## src/prog.hex

```
// two 32-bit instruction words per line, word 0 at pc 0
00000013 fff00093
12345137 800001b7
00001217 fffff297
0100036f ff9ff3ef
00008467 ffc104e7
00208463 fe209ee3
0040a503 ff812583
00a12223 fea12e23
00208633 402086b3
00000000 ffffffff
0000007f 0000000b
00000073 7ff00713
80000793 0017c813
7ffff8b7 fffff937
80000997 7fe00a6f
80000aef 7ff10b67
80010be7 7e000fe3
80000063 00f14c83
80012d03 7e112fa3
80012023 00c5f5b3
00d66633 0146d6b3
0000702b fe00007f
00a00593 01000613
00b60633 fff60613
fe061ee3 008000ef
00008067 00400a37
0000aa97 03200b13
016b2023 000b2b83
01740463 fe0b0ce3
3e800c13 c1800c93
019c0d33 0000000f
00000013 ff5ff06f

```

## src/fe_pkg.sv

```systemverilog
package fe_pkg;

    // address and instruction widths
    localparam int addr_w = 32;
    localparam int data_w = 32;

    // rom size, indexed by pc[7:2]
    localparam int rom_depth = 64;
    localparam int rom_idx_w = $clog2(rom_depth);
    // byte window covered by the rom, pc wraps inside it
    localparam int pc_lo_w = rom_idx_w + 2;
    localparam logic [pc_lo_w-1:0] pc_step = 4;

    localparam logic [addr_w-1:0] reset_pc = '0;
    // addi x0,x0,0
    localparam logic [data_w-1:0] inst_nop = 32'h0000_0013;

    // free slots in the skid buffer
    localparam logic [1:0] skid_credits = 2'd2;

    // raw rv32i major opcodes
    localparam logic [6:0] opc_lui    = 7'b0110111;
    localparam logic [6:0] opc_auipc  = 7'b0010111;
    localparam logic [6:0] opc_jal    = 7'b1101111;
    localparam logic [6:0] opc_jalr   = 7'b1100111;
    localparam logic [6:0] opc_branch = 7'b1100011;
    localparam logic [6:0] opc_load   = 7'b0000011;
    localparam logic [6:0] opc_store  = 7'b0100011;
    localparam logic [6:0] opc_imm    = 7'b0010011;
    localparam logic [6:0] opc_reg    = 7'b0110011;

    typedef enum logic [1:0] {
        skid_empty,
        skid_busy,
        skid_full
    } skid_state_e;

    typedef enum logic [3:0] {
        op_lui,
        op_auipc,
        op_jal,
        op_jalr,
        op_branch,
        op_load,
        op_store,
        op_imm,
        op_reg,
        op_illegal
    } opcode_e;

    typedef struct packed {
        logic [addr_w-1:0] pc;
        logic [data_w-1:0] inst;
    } fetch_pkt_t;

    typedef struct packed {
        logic [addr_w-1:0] pc;
        opcode_e           op;
        logic [4:0]        rd;
        logic [4:0]        rs1;
        logic [4:0]        rs2;
        logic [2:0]        funct3;
        logic [data_w-1:0] imm;
        logic [addr_w-1:0] target;
    } dec_inst_t;

endpackage

```

## src/fetch_ctrl.sv

```systemverilog
`timescale 1ns/1ps

module fetch_ctrl (
    input  logic clk,
    input  logic rst_n,
    input  logic i_redirect,
    input  logic i_out_fire,
    output logic o_issue,
    output logic o_rsp_valid
);

    // free skid slots not yet claimed by a fetch
    logic [1:0] credits;
    logic [1:0] credits_nxt;
    // holds off the first issue until reset is gone a cycle
    logic       run;
    logic       credit_ok;

    // a slot freed this cycle can be reused at once
    assign credit_ok = (credits != 2'd0) || i_out_fire;

    // no fetch while the pc is being redirected
    assign o_issue = run && credit_ok && !i_redirect;

    always_comb begin
        credits_nxt = credits;
        // issue claims a slot
        if (o_issue) begin
            credits_nxt = credits_nxt - 2'd1;
        end
        // output transfer frees one
        if (i_out_fire) begin
            credits_nxt = credits_nxt + 2'd1;
        end
    end

    always_ff @(posedge clk) begin
        if (!rst_n) begin
            run         <= 1'b0;
            credits     <= fe_pkg::skid_credits;
            o_rsp_valid <= 1'b0;
        end else begin
            run <= 1'b1;
            if (i_redirect) begin
                // skid is flushed, all slots free again
                credits     <= fe_pkg::skid_credits;
                // kill the fetch in flight
                o_rsp_valid <= 1'b0;
            end else begin
                credits     <= credits_nxt;
                // rom data shows up one cycle after issue
                o_rsp_valid <= o_issue;
            end
        end
    end

endmodule

```

## src/fetch_front.sv

```systemverilog
`timescale 1ns/1ps

module fetch_front (
    input  logic                      clk,
    input  logic                      rst_n,
    input  logic                      i_redirect,
    input  logic [fe_pkg::addr_w-1:0] i_redirect_pc,
    input  logic                      i_ready,
    output logic                      o_valid,
    output fe_pkg::dec_inst_t         o_dec
);

    logic                      issue;
    logic                      rsp_valid;
    logic                      out_fire;
    logic [fe_pkg::addr_w-1:0] pc;
    fe_pkg::fetch_pkt_t        rom_pkt;
    fe_pkg::fetch_pkt_t        id_pkt;

    // transfer at the decode port, returns a credit
    assign out_fire = o_valid && i_ready;

    // paces fetches against free skid slots
    fetch_ctrl u_ctrl (
        .clk         (clk),
        .rst_n       (rst_n),
        .i_redirect  (i_redirect),
        .i_out_fire  (out_fire),
        .o_issue     (issue),
        .o_rsp_valid (rsp_valid)
    );

    pc_gen u_pc (
        .clk           (clk),
        .rst_n         (rst_n),
        .i_issue       (issue),
        .i_redirect    (i_redirect),
        .i_redirect_pc (i_redirect_pc),
        .o_pc          (pc)
    );

    inst_rom u_rom (
        .clk     (clk),
        .i_issue (issue),
        .i_pc    (pc),
        .o_pkt   (rom_pkt)
    );

    // redirect also flushes the pipeline reg
    fetch_id u_fetch_id (
        .clk     (clk),
        .rst_n   (rst_n),
        .i_valid (rsp_valid),
        .i_pkt   (rom_pkt),
        .i_flush (i_redirect),
        .i_ready (i_ready),
        .o_valid (o_valid),
        .o_pkt   (id_pkt)
    );

    inst_decode u_decode (
        .i_pkt (id_pkt),
        .o_dec (o_dec)
    );

endmodule

```

## src/fetch_id.sv

```systemverilog
`timescale 1ns/1ps

module fetch_id (
    input  logic               clk,
    input  logic               rst_n,
    input  logic               i_valid,
    input  fe_pkg::fetch_pkt_t i_pkt,
    input  logic               i_flush,
    input  logic               i_ready,
    output logic               o_valid,
    output fe_pkg::fetch_pkt_t o_pkt
);

    fe_pkg::skid_state_e state;
    fe_pkg::skid_state_e state_nxt;

    // second slot, filled only while the output is stalled
    fe_pkg::fetch_pkt_t buf_pkt;

    logic insert;
    logic remove;
    logic load;
    logic flow;
    logic fill;
    logic flush_out;
    logic unload;
    logic out_wren;
    logic buf_wren;
    logic use_buf;

    // credits upstream keep a full buffer from seeing a packet
    assign insert = i_valid;
    assign remove = o_valid && i_ready;

    // empty buffer takes the packet into the output reg
    assign load      = (state == fe_pkg::skid_empty) && insert && !remove;
    // new packet replaces the one leaving
    assign flow      = (state == fe_pkg::skid_busy) && insert && remove;
    // output stalled, park new packet in the buffer reg
    assign fill      = (state == fe_pkg::skid_busy) && insert && !remove;
    // buffered packet moves up to the output
    assign flush_out = (state == fe_pkg::skid_full) && !insert && remove;
    // last packet leaves
    assign unload    = (state == fe_pkg::skid_busy) && !insert && remove;

    always_comb begin
        state_nxt = state;
        if (i_flush) begin
            // redirect drops everything held
            state_nxt = fe_pkg::skid_empty;
        end else if (load || flow || flush_out) begin
            state_nxt = fe_pkg::skid_busy;
        end else if (fill) begin
            state_nxt = fe_pkg::skid_full;
        end else if (unload) begin
            state_nxt = fe_pkg::skid_empty;
        end
    end

    assign out_wren = load || flow || flush_out;
    assign buf_wren = fill;
    assign use_buf  = flush_out;

    always_ff @(posedge clk) begin
        if (!rst_n) begin
            state   <= fe_pkg::skid_empty;
            o_valid <= 1'b0;
        end else begin
            state   <= state_nxt;
            // valid whenever the output reg holds a packet
            o_valid <= (state_nxt != fe_pkg::skid_empty);
        end
    end

    // output reg
    always_ff @(posedge clk) begin
        if (!rst_n) begin
            o_pkt.pc   <= fe_pkg::reset_pc;
            o_pkt.inst <= fe_pkg::inst_nop;
        end else if (out_wren) begin
            o_pkt <= use_buf ? buf_pkt : i_pkt;
        end
    end

    // buffer reg
    always_ff @(posedge clk) begin
        if (!rst_n) begin
            buf_pkt.pc   <= fe_pkg::reset_pc;
            buf_pkt.inst <= fe_pkg::inst_nop;
        end else if (buf_wren) begin
            buf_pkt <= i_pkt;
        end
    end

endmodule

```

## src/inst_decode.sv

```systemverilog
`timescale 1ns/1ps

module inst_decode (
    input  fe_pkg::fetch_pkt_t i_pkt,
    output fe_pkg::dec_inst_t  o_dec
);

    logic [fe_pkg::data_w-1:0] inst;
    logic [fe_pkg::data_w-1:0] imm;
    logic [fe_pkg::data_w-1:0] imm_i;
    logic [fe_pkg::data_w-1:0] imm_s;
    logic [fe_pkg::data_w-1:0] imm_b;
    logic [fe_pkg::data_w-1:0] imm_u;
    logic [fe_pkg::data_w-1:0] imm_j;
    fe_pkg::opcode_e           op;

    assign inst = i_pkt.inst;

    // sign extended immediates, one per format
    assign imm_i = {{20{inst[31]}}, inst[31:20]};
    assign imm_s = {{20{inst[31]}}, inst[31:25], inst[11:7]};
    // b and j drop bit 0, always even
    assign imm_b = {{19{inst[31]}}, inst[31], inst[7], inst[30:25], inst[11:8], 1'b0};
    assign imm_u = {inst[31:12], 12'b0};
    assign imm_j = {{11{inst[31]}}, inst[31], inst[19:12], inst[20], inst[30:21], 1'b0};

    // pick class and immediate from the major opcode
    always_comb begin
        case (inst[6:0])
            fe_pkg::opc_lui: begin
                op  = fe_pkg::op_lui;
                imm = imm_u;
            end
            fe_pkg::opc_auipc: begin
                op  = fe_pkg::op_auipc;
                imm = imm_u;
            end
            fe_pkg::opc_jal: begin
                op  = fe_pkg::op_jal;
                imm = imm_j;
            end
            fe_pkg::opc_jalr: begin
                op  = fe_pkg::op_jalr;
                imm = imm_i;
            end
            fe_pkg::opc_branch: begin
                op  = fe_pkg::op_branch;
                imm = imm_b;
            end
            fe_pkg::opc_load: begin
                op  = fe_pkg::op_load;
                imm = imm_i;
            end
            fe_pkg::opc_store: begin
                op  = fe_pkg::op_store;
                imm = imm_s;
            end
            fe_pkg::opc_imm: begin
                op  = fe_pkg::op_imm;
                imm = imm_i;
            end
            fe_pkg::opc_reg: begin
                // r-type has no immediate
                op  = fe_pkg::op_reg;
                imm = '0;
            end
            default: begin
                op  = fe_pkg::op_illegal;
                imm = '0;
            end
        endcase
    end

    // register fields taken raw, whatever the format
    assign o_dec.pc     = i_pkt.pc;
    assign o_dec.op     = op;
    assign o_dec.rd     = inst[11:7];
    assign o_dec.rs1    = inst[19:15];
    assign o_dec.rs2    = inst[24:20];
    assign o_dec.funct3 = inst[14:12];
    assign o_dec.imm    = imm;
    // branch/jump target, harmless for other classes
    assign o_dec.target = i_pkt.pc + imm;

endmodule

```

## src/inst_rom.sv

```systemverilog
`timescale 1ns/1ps

module inst_rom (
    input  logic                      clk,
    input  logic                      i_issue,
    input  logic [fe_pkg::addr_w-1:0] i_pc,
    output fe_pkg::fetch_pkt_t        o_pkt
);

    logic [fe_pkg::data_w-1:0]    mem [fe_pkg::rom_depth];
    logic [fe_pkg::rom_idx_w-1:0] idx;

    // program image, two words per line
    initial begin
        $readmemh("/design/src/prog.hex", mem);
    end

    // word index, byte offset dropped
    assign idx = i_pc[fe_pkg::pc_lo_w-1:2];

    // registered read, pc travels with its word
    always_ff @(posedge clk) begin
        if (i_issue) begin
            o_pkt.pc   <= i_pc;
            o_pkt.inst <= mem[idx];
        end
    end

endmodule

```

## src/pc_gen.sv

```systemverilog
`timescale 1ns/1ps

module pc_gen (
    input  logic                      clk,
    input  logic                      rst_n,
    input  logic                      i_issue,
    input  logic                      i_redirect,
    input  logic [fe_pkg::addr_w-1:0] i_redirect_pc,
    output logic [fe_pkg::addr_w-1:0] o_pc
);

    // low byte steps and wraps, upper bits stay put
    logic [fe_pkg::pc_lo_w-1:0] pc_lo_nxt;
    logic [fe_pkg::addr_w-1:0]  pc_seq;

    assign pc_lo_nxt = o_pc[fe_pkg::pc_lo_w-1:0] + fe_pkg::pc_step;
    assign pc_seq    = {o_pc[fe_pkg::addr_w-1:fe_pkg::pc_lo_w], pc_lo_nxt};

    // current pc is the rom address this cycle
    always_ff @(posedge clk) begin
        if (!rst_n) begin
            o_pc <= fe_pkg::reset_pc;
        end else if (i_redirect) begin
            // redirect beats a same-cycle issue
            o_pc <= i_redirect_pc;
        end else if (i_issue) begin
            o_pc <= pc_seq;
        end
    end

endmodule

```

## config.mk

```make
export PLATFORM = sky130hd
export DESIGN_NAME = fetch_front
export DESIGN_NICKNAME = d
export VERILOG_FILES = /design/src/fe_pkg.sv /design/src/fetch_ctrl.sv /design/src/fetch_front.sv /design/src/fetch_id.sv /design/src/inst_decode.sv /design/src/inst_rom.sv /design/src/pc_gen.sv
export SDC_FILE = /design/constraint.sdc
export NUM_CORES = 1
export LEC_CHECK = 0
export BUFFER_PORTS_ARGS = -buffer_cell sky130_fd_sc_hd__buf_2
export CAP_MARGIN = 10
export CORE_MARGIN = 2
export CORE_UTILIZATION = 45
export CTS_BUF_LIST = sky130_fd_sc_hd__clkbuf_8 sky130_fd_sc_hd__clkbuf_16
export CTS_CLUSTER_SIZE = 14
export DETAILED_ROUTE_END_ITERATION = 8
export PLACE_DENSITY = 0.75
export SETUP_SLACK_MARGIN = 0.3
export SYNTH_ARGS = -nofsm -noshare
export SYNTH_HDL_FRONTEND = slang
export SYNTH_SLANG_ARGS = --single-unit
```

## constraint.sdc

```tcl
create_clock -name clk -period 4.14 [get_ports clk]
set_clock_uncertainty 0.15 [all_clocks]
set_input_delay 1.035 -clock clk [delete_from_list [all_inputs] [get_ports clk]]
set_output_delay 1.035 -clock clk [all_outputs]
set_load 0.1 [all_outputs]
```

==> out/metrics.csv <==
metric,value,unit
cp_top_family,compound AO/OA/AOI/OAI gates,
rsz0062_at_grt,false,
critical_path_buf_inv_count,2,
overflow,0,
synth-warning-count,0,
first_pass_iters,4,
postCtsSetupRepairBufs,0,
worst_pin_slew,0.706,ns
final_cell_mix,"nand2_1, dfxtp_1, buf_2",
ir_drop,260,uV
fp.dieW,134,um
clk_latency,0.42,ns
maxCapViolations,0,
core_area,16600,um2
hold_class,reg2reg,
critical_path_arrival,2.25,ns
vias,5576,
cts_tree,yes,
ant_nets,0,
min_period,3.43,ns
drv_slew,0,
path_cells,ha_1 > inv_1 > nor4_1 > a21oi_1 > o311ai_0 > a311o_1 > buf_2,
setup_viol,0,
holdBufCountCts,0,
first_global_vias,5061,
power,4.35,mW
initial_core_util,0.459,
cts_max_level,4,
die_h,134,um
end_kind,primary output,
synth_cell_types,55,
antenna-diode-count,0,
hpwl,11000,um
cts_made_buffers,17,
ys_seq_area_frac,0.399,
grt_max_degree,67,
rows,47,
leakage,4.00,nW
cts_root_buf,clkbuf_16,
post-route-worst-setup-slack,0.705,ns
drc,0,
yosysTopAreaCellShare,0.273,
fmax,291,MHz
viasPerCell,4.90,
synth_largest_area_cell,dfxtp_1,
tns,0,ns
hold_viol,0,
grt_pass1_wl,24200,um
async_reset_ff_frac,0,
avgSynthCellArea,9.27,um2
antenna_found_initial,0,
track_usage,0.166,
pre_cts_slack,1.07,ns
n_fill_cell,1564,
cp_max_fo,9,
gp_congestion,0.847,
numClockSinks,136,
io_pins,155,
area_delta_synth_final,13.8,%
clk_pin_slew_worst_paths,0.06,ns
yosys_most_used_dff,dfxtp_1,
clock_path_buffers,2,
crit_type,reg2out,
routedWlPerCell,13.1,um
synthCells,822,
cts_resized,0,
port-buffer-count,103,
fin_crit_sh,0.830,
drt_iter0_markers,241,
wirelength,14900,um
ys_seq_elements,136,
power.density,502,nW/um2
final_common_cell,nand2_1,
synth-edff-count,32,
syn_area,7620,um2
fin_nets,974,
required,2.95,ns
maxSlewHeadroom,0.528,
status,"complete, no violations",
worst_path_largest_cell_delay,0.40,ns
cp-start-kind,register,
slowest_stage,ha_1,
fin_util,0.523,
die_area,18000,um2
ys_top_cells_by_area,"dfxtp_1, edfxtp_1, buf_4, mux2i_1, nand2_1",
drive_above_1_share,0.167,
## routing by layer
metal	track usage	vias up	wire [um]
met1	0.225	2566	7240
met5	0	-	0
li1	-	2856	-
met3	0.0506	14	954
met4	0.0532	0	184
met2	0.254	140	6560
## worst paths after layout
path                                startpoint                                 to  slack [ns]  cells past startpoint
min reg2reg          u_pc.o_pc[9]$_SDFFE_PN0P_          u_rom.o_pkt[41]$_DFFE_PP_        0.28                      0
max          u_fetch_id.o_pkt[48]$_SDFFE_PN0N_                          o_dec[16]        0.71                      7
max reg2reg      u_fetch_id.o_valid$_SDFF_PN0_  u_fetch_id.o_pkt[57]$_SDFFE_PN0N_        1.85                      7
min                  u_pc.o_pc[9]$_SDFFE_PN0P_          u_rom.o_pkt[41]$_DFFE_PP_        0.28                      0
## flip-flops by register name (all words and copies together) (netlist names)
register	flops
u_fetch_id.o_pkt	33
u_ctrl.credits	2
u_rom.o_pkt	32
u_ctrl.o_rsp_valid	1
u_pc.o_pc	32
u_fetch_id.o_valid	1
u_fetch_id.buf_pkt	32
u_ctrl.run	1
u_fetch_id.state	2
## worst reg2reg max path, stage by stage (launching register included)
cell	delay (ns)
dfxtp_1	0.38
nand2_1	0.19
nand2_1	0.17
nand2b_1	0.11
o21bai_4	0.57
buf_4	0.38
nand2_1	0.10
o211a_1	0.13
## area by class of cell
type | instances | area, um2 | area share
clock inverters | 15 | 255 | 0.0295
multi-input cells | 625 | 4050 | 0.467
inverters | 14 | 52.6 | 0.00606
flip-flops and latches | 136 | 3040 | 0.351
repair buffers | 110 | 568 | 0.0655
clock buffers | 17 | 425 | 0.0491
well taps | 220 | 275 | 0.0318
## synthesized netlist by cell type (26+ instances only)
master,number
nor2b_1,36
o211a_1,32
buf_4,84
a21oi_1,38
a21boi_0,34
clkbuf_1,32
edfxtp_1,32
dfxtp_1,104
o21ai_0,26
ha_1,33
nand2_1,132
mux2i_1,61
## report_power, final
| group | internal, mW | leakage [nW] | switching (mW) |
|---|---|---|---|
| logic | 0.209 | 2.52 | 0.955 |
| registers | 1.42 | 1.15 | 0.0423 |
| clock network | 1.18 | 0.325 | 0.539 |
| total | 2.81 | 4.00 | 1.54 |
## kinds of logic (layout without fill, tap and decap cells)
family / after synthesis / after routing / synth area share
and+or+nand+nor: 237 / 237 / 0.143
AOI/OAI and AO/OA: 175 / 175 / 0.167
buffers and inverters: 142 / 156 / 0.112
DFF: 136 / 136 / 0.399
muxes: 61 / 61 / 0.0802
xor gates and xnor gates: 35 / 35 / 0.0402
adders and majority gates: 34 / 34 / 0.0568
other: 2 / 83 / 0.000986
## stage by stage
step | hold slack (ns) | area, um2 | instances
detailed placement | 0.267 | 7990 | 1105
CTS | 0.286 | 8670 | 1137
finish | 0.280 | 8670 | 1137
floorplan | 0.258 | 7930 | 903
global route | 0.298 | 8670 | 1137
global placement | 0.270 | 7990 | 1105
Power figures use the tool's default switching activity.
